<file path="src/hdl/isa_pkg.sv">
`default_nettype none

package isa_pkg;

    localparam int XLEN       = 32;    // data and instruction word
    localparam int REG_ADDR_W = 5;

    typedef enum logic [6:0] {
        OP     = 7'b0110011,
        OP_IMM = 7'b0010011,
        LOAD   = 7'b0000011,
        STORE  = 7'b0100011,
        BRANCH = 7'b1100011
    } opcode_e;

    typedef enum logic [1:0] {
        ALU_ADD = 2'd0,
        ALU_SUB = 2'd1,
        ALU_AND = 2'd2,
        ALU_OR  = 2'd3
    } alu_op_e;

    localparam logic [2:0] F3_ADD_SUB = 3'b000;    // also beq
    localparam logic [2:0] F3_OR      = 3'b110;
    localparam logic [2:0] F3_AND     = 3'b111;
    localparam logic [6:0] F7_SUB     = 7'b0100000;

    localparam logic [XLEN-1:0] NOP_INSTR = 32'h0000_0013;    // addi x0, x0, 0

    typedef struct packed {
        logic [6:0]            funct7;
        logic [REG_ADDR_W-1:0] rs2;
        logic [REG_ADDR_W-1:0] rs1;
        logic [2:0]            funct3;
        logic [REG_ADDR_W-1:0] rd;
        opcode_e               opcode;
    } r_type_t;

    typedef struct packed {
        logic [11:0]           imm;
        logic [REG_ADDR_W-1:0] rs1;
        logic [2:0]            funct3;
        logic [REG_ADDR_W-1:0] rd;
        opcode_e               opcode;
    } i_type_t;

    typedef struct packed {
        logic [6:0]            imm_hi;
        logic [REG_ADDR_W-1:0] rs2;
        logic [REG_ADDR_W-1:0] rs1;
        logic [2:0]            funct3;
        logic [4:0]            imm_lo;
        opcode_e               opcode;
    } s_type_t;

    typedef struct packed {
        logic                  imm12;
        logic [5:0]            imm10_5;
        logic [REG_ADDR_W-1:0] rs2;
        logic [REG_ADDR_W-1:0] rs1;
        logic [2:0]            funct3;
        logic [3:0]            imm4_1;
        logic                  imm11;
        opcode_e               opcode;
    } b_type_t;

    // one instruction word, four ways to read it
    typedef union packed {
        r_type_t r;
        i_type_t i;
        s_type_t s;
        b_type_t b;
    } instr_u;

endpackage

`default_nettype wire

</file>
<file path="src/hdl/core_pkg.sv">
`default_nettype none

package core_pkg;

    import isa_pkg::*;

    typedef struct packed {
        alu_op_e alu_op;
        logic    alu_src_imm;    // operand b from immediate
        logic    reg_write;
        logic    mem_read;
        logic    mem_write;
        logic    mem_to_reg;
    } ctrl_t;

    typedef struct packed {
        ctrl_t                 ctrl;
        logic [REG_ADDR_W-1:0] rs1;
        logic [REG_ADDR_W-1:0] rs2;
        logic [REG_ADDR_W-1:0] rd;
        logic [XLEN-1:0]       rs1_data;
        logic [XLEN-1:0]       rs2_data;
        logic [XLEN-1:0]       imm;
    } id_ex_t;

    typedef struct packed {
        ctrl_t                 ctrl;
        logic [REG_ADDR_W-1:0] rd;
        logic [XLEN-1:0]       alu_result;
        logic [XLEN-1:0]       store_data;
    } ex_mem_t;

    typedef struct packed {
        logic                  reg_write;
        logic [REG_ADDR_W-1:0] rd;
        logic [XLEN-1:0]       value;    // already muxed load or alu
    } mem_wb_t;

    typedef struct packed {
        logic                  valid;
        logic [REG_ADDR_W-1:0] rd;
        logic [XLEN-1:0]       value;
    } fwd_t;

    typedef enum logic {
        DBG_MEM = 1'b0,
        DBG_REG = 1'b1
    } dbg_src_e;

endpackage

`default_nettype wire

</file>
<file path="src/hdl/execute_stage.sv">
`default_nettype none
`timescale 1ns/10ps

module execute_stage
    import isa_pkg::*;
    import core_pkg::*;
(
    input  wire          clk_i,
    input  wire          reset,
    input  wire          run_i,
    input  wire id_ex_t  id_ex_i,
    input  wire fwd_t    fwd_mem_i,
    input  wire fwd_t    fwd_wb_i,
    output ex_mem_t      ex_mem_o
);

    logic [XLEN-1:0] op_a;
    logic [XLEN-1:0] rs2_val;
    logic [XLEN-1:0] op_b;
    logic [XLEN-1:0] result;

    function automatic logic [XLEN-1:0] forward(
        input logic [REG_ADDR_W-1:0] idx,
        input logic [XLEN-1:0]       reg_val,
        input fwd_t                  mem_src,
        input fwd_t                  wb_src
    );
        if (idx != '0 && mem_src.valid && mem_src.rd == idx) begin
            return mem_src.value;    // newest result wins
        end
        if (idx != '0 && wb_src.valid && wb_src.rd == idx) begin
            return wb_src.value;
        end
        return reg_val;
    endfunction

    assign op_a    = forward(id_ex_i.rs1, id_ex_i.rs1_data, fwd_mem_i, fwd_wb_i);
    assign rs2_val = forward(id_ex_i.rs2, id_ex_i.rs2_data, fwd_mem_i, fwd_wb_i);
    assign op_b    = id_ex_i.ctrl.alu_src_imm ? id_ex_i.imm : rs2_val;

    always_comb begin
        case (id_ex_i.ctrl.alu_op)
            ALU_SUB: result = op_a - op_b;
            ALU_AND: result = op_a & op_b;
            ALU_OR:  result = op_a | op_b;
            default: result = op_a + op_b;    // add, addi, address calc
        endcase
    end

    always_ff @(posedge clk_i or posedge reset) begin
        if (reset) begin
            ex_mem_o <= '0;
        end else if (run_i) begin
            ex_mem_o.ctrl       <= id_ex_i.ctrl;
            ex_mem_o.rd         <= id_ex_i.rd;
            ex_mem_o.alu_result <= result;
            ex_mem_o.store_data <= rs2_val;    // forwarded sw data
        end
    end

endmodule

`default_nettype wire

</file>
<file path="config.mk">
export PLATFORM = sky130hd
export DESIGN_NAME = execute_stage
export DESIGN_NICKNAME = d
export VERILOG_FILES = /design/src/hdl/isa_pkg.sv /design/src/hdl/core_pkg.sv /design/src/hdl/execute_stage.sv
export SDC_FILE = /design/constraint.sdc
export NUM_CORES = 1
export LEC_CHECK = 0
export ABC_CLOCK_PERIOD_IN_PS = 4700
export BUFFER_PORTS_ARGS = -buffer_cell sky130_fd_sc_hd__buf_2
export CORE_MARGIN = 2
export CORE_UTILIZATION = 52
export CTS_BUF_LIST = sky130_fd_sc_hd__clkbuf_2 sky130_fd_sc_hd__clkbuf_4 sky130_fd_sc_hd__clkbuf_8
export CTS_CLUSTER_SIZE = 12
export DETAILED_ROUTE_END_ITERATION = 16
export PLACE_DENSITY = 0.92
export SKIP_LAST_GASP = 1
export SYNTH_ARGS = -nofsm -noshare
export SYNTH_HDL_FRONTEND = slang
export SYNTH_SLANG_ARGS = --single-unit
</file>
<file path="constraint.sdc">
create_clock -name clk_i -period 4.7 [get_ports clk_i]
set_clock_uncertainty 0.2 [all_clocks]
set_input_delay 0.705 -clock clk_i [delete_from_list [all_inputs] [get_ports clk_i]]
set_output_delay 0.705 -clock clk_i [all_outputs]
set_load 0.01 [all_outputs]
</file>
==> metrics.txt, run 1 <==
status=stopped before the end; last step reached=5_1_grt; Err=[ERROR GRT-0232] Routing congestion too high. Check the congestion heatmap in the GUI.; Die H=129 microns; RD Place Congestion=1.04; sequential fraction of the synthesis area=between 20% and 30%; pre-CTS setup slack=-1.01 ns; pin count of the biggest net entering global routing=between 60 and 70; mux contribution to synthesized area=13.4%; Placement Rows=45; Syn Area/Cell=8.36 sq um; GRT Overall Usage=79.4%; worst_ep grt=ex_mem_o[56]$_DFFE_PP0P_/D; Mapped Nets=1200; most common cell in the netlist=nand2_1; Synth Flop Type=dfrtp_1; worst ep type=sequential cell input; commonest cells in the netlist=nand2_1, a21oi_1, o21ai_0; Synth Area in Adders=9.22%; cell taking the most area after synthesis=dfrtp_1; Top Ports=273; Root Driver=clkbuf_8; hpwl dp=27900 microns; starting density of the core=between 50% and 60%; Simple-Gate Fraction of Synth Area=about 17%; top cell type's share of synthesized area=about a quarter; Post-synth EDFFs=0; CTS sink cnt=76; Async S/R FF share, synth=100%; GRT Residual Overflow=85; Yosys Warn Count=0; mapped cell area=8090 sq um; XOR/XNOR share of the synthesized area=between 8 and 9%; H-tree depth=3; Mapped Cells=968; Die W=129 microns; top cells by area, synth=dfrtp_1, mux2i_1, ha_1; CTS buffer count=9; largest family of logic cells by synthesized area=compound AO/OA/AOI/OAI gates; Clock Tree Buf Depth=2; Compound-Gate Fraction of Synth Area=between 20% and 30%; cts hold-fix bufs=0; number of I/O port buffers=between 200 and 300; unique cell type count in the Yosys netlist=80; post-synthesis register bit count=76
==> repair_timing <==
item / 4_1_cts
endpoints found under the setup margin: 22
gates cloned: 2
resized for setup: 77
setup buffers: 28
pin swaps: 70
==> stage by stage <==
| step | area [sq um] | TNS (ns) | instances | util [%] | hold WS [ns] |
|---|---|---|---|---|---|
| 4_1_cts | 11800 | -3.30 | 1614 | 77.8 | 0.231 |
| 3_5_place_dp | 11000 | -16.54 | 1570 | 72.4 | 0.266 |
| 3_3_place_gp | 11000 | -11.19 | 1570 | 72.4 | 0.259 |
| 2_1_floorplan | 8150 | -2.57 | 968 | - | 0.318 |
==> per-layer routing <==
layer	GRT usage, %	GRT overflow
met4	80.4	33
met1	77.1	3
met3	69.6	3
met2	92.7	46
met5	43.2	0
==> kinds of logic after synthesis <==
| group | Yosys count |
|---|---|
| AO/OA/AOI/OAI | 283 |
| XOR/XNOR | 74 |
| adder cells (fa/ha/maj) | 65 |
| buffers and inverters | 99 |
| flip-flops | 76 |
| multiplexers | 102 |
| AND/OR/NAND/NOR | 269 |
==> inputs of run 2 (changes only) <==
--- a/config.mk
+++ b/config.mk
@@ -8,11 +8,9 @@
 export ABC_CLOCK_PERIOD_IN_PS = 4700
 export BUFFER_PORTS_ARGS = -buffer_cell sky130_fd_sc_hd__buf_2
 export CORE_MARGIN = 2
-export CORE_UTILIZATION = 52
-export CTS_BUF_LIST = sky130_fd_sc_hd__clkbuf_2 sky130_fd_sc_hd__clkbuf_4 sky130_fd_sc_hd__clkbuf_8
-export CTS_CLUSTER_SIZE = 12
+export CORE_UTILIZATION = 37
 export DETAILED_ROUTE_END_ITERATION = 16
-export PLACE_DENSITY = 0.92
+export PLACE_DENSITY_LB_ADDON = 0.15
 export SKIP_LAST_GASP = 1
 export SYNTH_ARGS = -nofsm -noshare
 export SYNTH_HDL_FRONTEND = slang
==> metrics.txt, run 2 <==
Net Sw Power=between 1 and 1.5 mW; minimum clock period=approximately 5 ns; post-synthesis register bit count=76 (unchanged); Final setup viols=18; CTS tree=built; CP arrival=just over 5 ns; Die H=152 microns (+18%); Final Hold Viols=0; Switching Fraction=37.2%; hpwl dp=25500 microns (-8.5%); crit path capture type=flop; core area=21600 sq um; area grow syn2layout=56.7%; Top Ports=273 (unchanged); LEAKAGE=5.80 nW; Yosys Warn Count=0 (unchanged); Async S/R FF share, synth=100% (unchanged); Mapped Cells=968 (unchanged); CTS buffer count=9 (unchanged); commonest non-fill, non-tap cells in the layout=buf_2, buf_4, nand2_1; status=finished with violations; most common cell in the netlist=nand2_1; Syn Area/Cell=8.36 sq um (unchanged); Die W=152 microns (+18%); failing checks=setup timing; die area=23100 sq um; worst-margin pin slew=between 1 and 1.5 ns; worst r2r path cells=1; commonest non-fill, non-tap cell in the layout=buf_2; GRT Residual Overflow=0; Cell Int Power=between 2 and 2.5 mW; Reg2Reg Capture Point=ex_mem_o[0]; Worst Slack Setup Final=-0.325 ns; via/cell ratio=5.29; sequential fraction of the synthesis area=23.5% (unchanged); max reg flops=76; Iter 0 DRT Violations=564; Reg clk slew, reported paths=0.07 ns; H-tree depth=3 (unchanged); CP startpoint kind=primary input; max_cap viols=0; Largest Register=ex_mem_o; Cell Pwr Density=262 nW/um^2; Worst IR Drop VDD=roughly 0.14 mV; post-placement cell area=11300 sq um (+2.6%); vias in the first global route=8937; Hold Path Stages=1; Root Driver=clkbuf_16; worst min path class=reg2reg; Largest regs=ex_mem_o (76); Sequential Power Share=24.3%; critical path type=in2reg; Hold Startpoint=ex_mem_o[9]; routed length per instance=18.5 microns; Fmax achieved=just under 200 MHz; top cells by area, synth=dfrtp_1, mux2i_1, ha_1; Crit path required time=4.71 ns; pin count of the biggest net entering global routing=64; DRC=0; Placement Rows=54 (+20%); starting density of the core=37.4% (-16 points); Synth Flop Type=dfrtp_1; Slew Limit Headroom=19.8%; Vias=9236; period utilisation layout=107%; unique cell type count in the Yosys netlist=80 (unchanged); CTS sink cnt=76 (unchanged); combinational share of power=around half; post-route ant nets=0; number of I/O port buffers=272 (unchanged); Mapped Nets=1200 (unchanged); wirelength, routed=about 32000 microns; Worst Hold Path EP=ex_mem_o[9]; Crit Path Max Fanout=5; RD Place Congestion=0.933 (-11%); commonest cells in the netlist=nand2_1, a21oi_1, o21ai_0; launching point of the worst reg2reg path=ex_mem_o[0]; cell taking the most area after synthesis=dfrtp_1; initial antenna violation count=5; Post-synth EDFFs=0 (unchanged); DRT Pass-1 Iters=5; top cell type's share of synthesized area=23.5% (unchanged); reg2reg setup slack=approximately 3.7 ns; layout net count=between 1500 and 2000; share of cells above drive strength 1=between 50% and 60%; pins over their slew limit=0; RSZ-0062 raised after global routing=true; Fin Hold WS=0.278 ns; clk_lat worst skew=roughly 0.35 ns; fin area=between 10000 and 15000 sq um; Fillers=1986; Clock Tree Buf Depth=2 (unchanged); first-pass GRT wire length=49300 microns; fraction of power consumed by the clock network=23.9%; GRT Overall Usage=a little over a quarter; pre-CTS setup slack=-0.846 ns (+0.162 ns); mapped cell area=8090 sq um (unchanged)
[run 2: metrics by stage]
step,power [mW],setup TNS [ns],utilization (%),cells
floorplan,1.65,-2.57,-,968
global placement,2.31,-12.57,52.2,1686
detailed placement,2.32,-14.29,52.2,1686
CTS,3.23,-2.60,56.6,1730
global route,3.52,-9.30,58.6,1747
finish,3.32,-3.72,58.6,1747
[run 2: power groups by stage]
stage	Sequential (mW)	Combinational, mW	Clock [mW]
final	0.806	1.72	0.794
after global routing	0.822	1.87	0.829
after CTS	0.808	1.61	0.812
after detailed placement	0.819	1.50	0
after global placement	0.817	1.49	0
after floorplan	0.870	0.779	0
[run 2: cells by family (layout without fill, tap and decap cells)]
logic type / after synthesis / after routing / share of synthesized area (%)
mux: 102 / 102 / 13.4
other cells: 0 / 4 / 0
compound gates: 283 / 283 / 23.5
xor+xnor: 74 / 74 / 8.01
flops: 76 / 76 / 23.5
simple gates: 269 / 269 / 16.8
fa+ha+maj: 65 / 65 / 9.22
buf+inv: 99 / 594 / 5.54
[run 2: worst max-delay path, cell delays in order]
cell and delay [ns]:
buf_2 0.14, xnor2_4 0.18, nand3_1 0.14, buf_8 0.17, nor3_4 0.23, buf_6 0.18, mux2i_4 0.27, a221o_1 0.26
nand4_4 0.13, buf_6 0.15, nor3_4 0.19, buf_6 0.15, a21oi_1 0.08, xnor2_1 0.24, ha_1 0.32, nand2_1 0.11
nor2_2 0.07, a2111oi_4 0.39, o21ai_2 0.13, a41o_1 0.25, a31oi_2 0.22, a21oi_1 0.10, xnor2_1 0.13, o221ai_1 0.11
[run 2: worst max-delay path by stage]
stage	startpoint	endpoint
6_report	fwd_wb_i[33]	ex_mem_o[61]
3_3_place_gp	fwd_mem_i[32]	ex_mem_o[61]
4_1_cts	id_ex_i[101]	ex_mem_o[55]
5_1_grt	fwd_wb_i[33]	ex_mem_o[61]
2_1_floorplan	fwd_wb_i[32]	ex_mem_o[61]
3_5_place_dp	fwd_wb_i[32]	ex_mem_o[61]
[run 2: cell type report]
cell class / instances / area (sq um) / share of cell area, %
Clock buffer: 10 / 239 / 1.89
Timing Repair Buffer: 540 / 3470 / 27.3
Inverter: 38 / 144 / 1.14
Tap cell: 280 / 350 / 2.76
Multi-Input combinational cell: 793 / 6470 / 51.0
Sequential cell: 76 / 1900 / 15.0
Clock inverter: 6 / 93.8 / 0.740
Antenna cell: 4 / 10.0 / 0.0790
[run 2: what timing repair did]
| action | in CTS | in global routing |
|---|---|---|
| gates resized for setup | 79 | 70 |
| setup endpoints to repair | 22 | 22 |
| hold buffers | 0 | 0 |
| pin swaps | 51 | 54 |
| setup buffers | 29 | 16 |
[run 2: layer usage]
metal	track usage (%)	vias to the layer above	part of all wire [%]
met3	4.99	53	5.6
met2	42.4	292	46
li1	-	4545	-
met5	0	-	0
met4	10.5	0	2.8
met1	36.1	4346	46
Note: power is estimated with default switching activity, not from simulation.
==> inputs of run 3 (changes only) <==
--- a/config.mk
+++ b/config.mk
@@ -5,7 +5,7 @@
 export SDC_FILE = /design/constraint.sdc
 export NUM_CORES = 1
 export LEC_CHECK = 0
-export ABC_CLOCK_PERIOD_IN_PS = 4700
+export ABC_CLOCK_PERIOD_IN_PS = 4450
 export BUFFER_PORTS_ARGS = -buffer_cell sky130_fd_sc_hd__buf_2
 export CORE_MARGIN = 2
 export CORE_UTILIZATION = 37
==> constraint.sdc (replaced) <==
create_clock -name clk_i -period 4.45 [get_ports clk_i]
set_clock_uncertainty 0.2 [all_clocks]
set_input_delay 0.6675 -clock clk_i [delete_from_list [all_inputs] [get_ports clk_i]]
set_output_delay 0.6675 -clock clk_i [all_outputs]
set_load 0.01 [all_outputs]
==> metrics.txt, run 3 (synthesis results as in run 2) <==
period utilisation layout=117%; pre-CTS setup slack=-1.01 ns (-0.164 ns); Slew Limit Headroom=20.3% (+0.47 points); first-pass GRT wire length=50700 microns (+2.9%); Cell Pwr Density=278 nW/um^2 (+6.3%); Fmax achieved=192 MHz; GRT Residual Overflow=0 (unchanged); Largest regs=ex_mem_o (76); Clock Tree Buf Depth=2 (unchanged); multi-input logic area=6450 sq um (-0.25%); Top Ports=273 (unchanged); CTS buffer count=9 (unchanged); CP arrival=5.22 ns (+0.18 ns); commonest non-fill, non-tap cells in the layout=buf_4, buf_2, nand2_1; post-placement cell area=11400 sq um (+1.0%); wirelength, routed=33500 microns (+3.4%); area grow syn2layout=60.6%; LEAKAGE=6.00 nW (+3.5%); Slowest cell on crit path=ha_1; worst min path class=in2async; Final Hold Viols=0 (unchanged); Worst Slack Setup Final=-0.746 ns (-0.421 ns); Root Driver=clkbuf_16; reg2reg setup slack=3.47 ns (-0.26 ns); Die W=152 microns (unchanged); crit path capture type=flop; CTS sink cnt=76 (unchanged); failing checks=setup timing; worst-margin pin slew=1.19 ns (-0.00699 ns); DRT Pass-1 Iters=5 (unchanged); Worst IR Drop VDD=0.164 mV (+19%); Iter 0 DRT Violations=522 (-7.4%); DRC=0 (unchanged); slowest stage delay, CP=0.34 ns (-0.05 ns); CTS tree=built; max reg flops=76 (unchanged); Crit Path Max Fanout=6 (+1); Crit path required time=4.48 ns (-0.23 ns); Reg clk slew, reported paths=0.07 ns (about the same); initial antenna violation count=3 (-2); via/cell ratio=5.28 (-0.11%); minimum clock period=5.20 ns; routed length per instance=18.8 microns (+1.4%); fin area=13000 sq um (+2.5%); CP most frequent cell=buf_6; clk_lat worst skew=0.35 ns (about the same); status=finished with violations; share of cells above drive strength 1=50.6% (+0.16 points); max_cap viols=0 (unchanged); Vias=9405 (+1.8%); Largest Register=ex_mem_o; CP startpoint kind=primary input; WP buf/inv=7 (+2); cts hold-fix bufs=0 (unchanged); worst r2r path cells=1 (unchanged); pins over their slew limit=0 (unchanged); vias in the first global route=9196 (+2.9%); post-route core utilization=60.1% (+1.5 points); RSZ-0062 raised after global routing=true; number of I/O port buffers=272 (unchanged); Final setup viols=25 (+7); core area=21600 sq um (unchanged); post-route ant nets=0 (unchanged); hpwl dp=25500 microns (-0.19%); Fillers=1895 (-4.6%); die area=23100 sq um (unchanged); pin count of the biggest net entering global routing=62 (-3.1%); GRT Overall Usage=27.6% (+0.84 points); layout net count=1725 (+2.1%); Die H=152 microns (unchanged); register area=1900 sq um (unchanged); cell family with most CP delay=compound AO/OA/AOI/OAI gates; Placement Rows=54 (unchanged); Reg2Reg Capture Point=ex_mem_o[18]; launching point of the worst reg2reg path=ex_mem_o[18]; H-tree depth=3 (unchanged); commonest non-fill, non-tap cell in the layout=buf_4; starting density of the core=37.4% (unchanged); RD Place Congestion=0.946 (+1.4%); critical path type=in2reg
## run 3: report_power, final
group / total (mW) / leakage [nW] / internal [mW] / switching (mW)
combinational: 1.91 / 4.95 / 0.957 / 0.957
clock: 0.847 / 0.161 / 0.513 / 0.334
sequential: 0.855 / 0.891 / 0.800 / 0.0552
total: 3.62 / 6.00 / 2.27 / 1.35
## run 3: routing by layer
metal | track usage, % | routed length [microns]
met3 | 5.42 | 2270
met5 | 0 | 0
met4 | 10.3 | 1310
met2 | 43.7 | 14900
met1 | 37.3 | 15000
## run 3: cell type report
| class | instances | area share (%) |
|---|---|---|
| Sequential cell | 76 | 14.6 |
| Inverter | 38 | 1.11 |
| Timing Repair Buffer | 574 | 29.2 |
| Antenna cell | 3 | 0.0578 |
| Clock buffer | 10 | 1.84 |
| Multi-Input combinational cell | 794 | 49.7 |
| Tap cell | 280 | 2.70 |
| Clock inverter | 6 | 0.742 |
## run 3: repair_timing
item	in CTS	in global routing
resized for setup	75	74
endpoints found under the setup margin	22	26
pin swaps	59	86
setup buffers	44	29
gates cloned	1	0
## run 3: stage by stage
step / hold WS (ns) / power [mW] / std cells / setup TNS, ns
after detailed placement: 0.264 / 2.47 / 1692 / -18.47
after floorplan: 0.318 / 1.76 / 968 / -6.31
after global placement: 0.259 / 2.46 / 1692 / -17.51
after global routing: 0.301 / 3.83 / 1780 / -16.54
final: 0.253 / 3.62 / 1781 / -12.22
after CTS: 0.275 / 3.46 / 1751 / -5.06
## run 3: worst max path at each step
| stage | startpoint | to | cells after the start |
|---|---|---|---|
| 5_1_grt | id_ex_i[101] | ex_mem_o[61] | 24 |
| 3_3_place_gp | fwd_mem_i[32] | ex_mem_o[61] | 23 |
| 3_5_place_dp | fwd_mem_i[32] | ex_mem_o[61] | 23 |
| 6_report | id_ex_i[101] | ex_mem_o[63] | 25 |
| 4_1_cts | id_ex_i[101] | ex_mem_o[56] | 24 |
| 2_1_floorplan | fwd_wb_i[32] | ex_mem_o[61] | 21 |
==> inputs of run 4 (changes only) <==
--- a/config.mk
+++ b/config.mk
@@ -7,7 +7,7 @@
 export LEC_CHECK = 0
 export ABC_CLOCK_PERIOD_IN_PS = 4450
 export BUFFER_PORTS_ARGS = -buffer_cell sky130_fd_sc_hd__buf_2
-export CORE_MARGIN = 2
+export CORE_ASPECT_RATIO = 1.1
 export CORE_UTILIZATION = 37
 export DETAILED_ROUTE_END_ITERATION = 16
 export PLACE_DENSITY_LB_ADDON = 0.15
==> constraint.sdc (replaced) <==
create_clock -name clk_i -period 4.45 [get_ports clk_i]
set_clock_uncertainty 0.2 [all_clocks]
set_input_delay 0.2225 -clock clk_i [delete_from_list [all_inputs] [get_ports clk_i]]
set_output_delay 0.2225 -clock clk_i [all_outputs]
set_load 0.01 [all_outputs]
==> metrics.txt, run 4 (synthesis results as in run 2) <==
Die W=143 microns (-5.8%); GRT Overall Usage=27.6% (about the same); critical path type=in2reg; hpwl dp=25300 microns (-0.72%); via/cell ratio=5.21 (-1.2%); Cell Pwr Density=277 nW/um^2 (-0.43%); vias in the first global route=8645 (-6.0%); WP buf/inv=3 (-4); GRT Residual Overflow=0 (unchanged); period utilisation layout=100% (-16 points); Fillers=2031 (+7.2%); die area=22500 sq um (-2.6%); CP arrival=4.47 ns (-0.75 ns); post-route core utilization=57.3% (-2.8 points); DRT Pass-1 Iters=5 (unchanged); RD Place Congestion=0.926 (-2.1%); routed length per instance=18.1 microns (-3.5%); RSZ-0062 raised after global routing=true; CTS tree=built; slowest stage delay, CP=0.44 ns (+0.10 ns); commonest non-fill, non-tap cells in the layout=buf_2, buf_4, nand2_1; Placement Rows=56 (+3.7%); number of I/O port buffers=272 (unchanged); Final setup viols=1 (-96%); max reg flops=76 (unchanged); Fmax achieved=224 MHz (+16%); post-route ant nets=0 (unchanged); layout net count=1661 (-3.7%); setup_tns=-0.0189 ns (+12.20 ns); Root Driver=clkbuf_16; CTS buffer count=9 (unchanged); minimum clock period=4.47 ns (-0.727 ns); Reg clk slew, reported paths=0.06 ns (about the same); crit path capture type=flop; Worst IR Drop VDD=0.185 mV (+13%); pins over their slew limit=0 (unchanged); pre-CTS setup slack=-0.634 ns (+0.377 ns); worst min path class=in2reg; Worst Slack Setup Final=-0.0189 ns (+0.727 ns); Largest Register=ex_mem_o; cell family with most CP delay=compound AO/OA/AOI/OAI gates; Layout Cells excl Fill=1727 (-3.0%); CP startpoint kind=primary input; starting density of the core=37.9% (+0.44 points); Iter 0 DRT Violations=505 (-3.3%); Clock Tree Buf Depth=2 (unchanged); commonest non-fill, non-tap cell in the layout=buf_2; max_cap viols=0 (unchanged); Slowest cell on crit path=or3b_4; DRC=0 (unchanged); Crit path required time=4.45 ns (-0.03 ns); Final Hold Viols=0 (unchanged); LEAKAGE=5.58 nW (-7.0%); core area=21400 sq um (-1.2%); pin count of the biggest net entering global routing=62 (unchanged); initial antenna violation count=2 (-1); Vias=9006 (-4.2%); worst-margin pin slew=1.13 ns (-0.0621 ns); Slew Limit Headroom=24.4% (+4.1 points); CP most frequent cell=a21oi_2; first-pass GRT wire length=47000 microns (-7.3%); H-tree depth=3 (unchanged); CTS sink cnt=76 (unchanged); failing checks=setup timing; Fin Hold WS=0.0476 ns (-0.205 ns); Crit Path Max Fanout=7 (+1); clk_lat worst skew=0.35 ns (about the same); area grow syn2layout=51.4%; CP Cell Sequence=buf_2 -> xnor2_1 -> nand3_1 -> buf_4 -> nor3_4 -> buf_6 -> mux2i_2 -> a221o_1 -> nand4_4 -> or3b_4 -> o21ai_2 -> xor2_1 -> ha_1 -> a21o_1 -> a21o_1 -> a21oi_2 -> nand2_1 -> a21oi_2 -> o21ai_2 -> a21oi_2 -> xor2_1 -> nor2_1 -> a21oi_2 -> a21oi_1; DP Cell Count=1677 (-0.89%); share of cells above drive strength 1=46.7% (-3.9 points); Top Ports=273 (unchanged); Largest regs=ex_mem_o (76); status=finished with violations; wirelength, routed=31300 microns (-6.4%); Die H=157 microns (+3.4%)
run 4: timing repair:
action / 4_1_cts / 5_1_grt
hold buffers: 10 / 0
buffers inserted: 5 / 17
resized for setup: 21 / 88
endpoints found under the setup margin: 15 / 21
endpoints found under the hold margin: 54 / 0
pin swaps: 8 / 51
run 4: power by group:
group	total, mW	internal (mW)	switching, mW
registers	0.852	0.800	0.0522
clock network	0.819	0.492	0.326
logic	1.72	0.842	0.881
run 4: final timing paths:
kind / cells after the start / from / slack, ns / endpoint
max: 24 / id_ex_i[103] / -0.02 / ex_mem_o[58]
min: 4 / fwd_mem_i[25] / 0.05 / ex_mem_o[25]
max reg2reg: 2 / ex_mem_o[60] / 3.48 / ex_mem_o[60]
min reg2reg: 1 / ex_mem_o[6] / 0.28 / ex_mem_o[6]
max in group asynchronous: 4 / reset / 2.75 / ex_mem_o[14]
min in group asynchronous: 3 / reset / 0.35 / ex_mem_o[67]
run 4: metrics by stage:
| step | power [mW] | instance area [sq um] |
|---|---|---|
| after detailed placement | 2.42 | 11100 |
| after global routing | 3.61 | 12200 |
| final | 3.39 | 12200 |
| after CTS | 3.29 | 11700 |
| after floorplan | 1.74 | 8130 |
| after global placement | 2.41 | 11100 |
run 4: per-layer routing:
layer / global-route usage, % / part of all wire (%) / vias up
li1: - / - / 4471
met5: 0 / 0 / -
met4: 8.35 / 2.3 / 0
met3: 4.93 / 5.6 / 48
met2: 44.6 / 46 / 285
met1: 37.2 / 46 / 4202
run 4: area by class of cell:
cell class / count / area (sq um) / area share (%)
Multi-Input combinational cell: 793 / 6270 / 51.2
Timing Repair Buffer: 511 / 3250 / 26.5
Sequential cell: 76 / 1900 / 15.5
Tap cell: 290 / 363 / 2.96
Clock buffer: 10 / 229 / 1.87
Inverter: 38 / 144 / 1.17
Clock inverter: 6 / 86.3 / 0.705
Antenna cell: 3 / 7.51 / 0.0613
run 4: worst register-to-register path, stage by stage (launching register included):
cell and delay (ns):
dfrtp_1 0.39, a21oi_1 0.15, o21ai_0 0.10
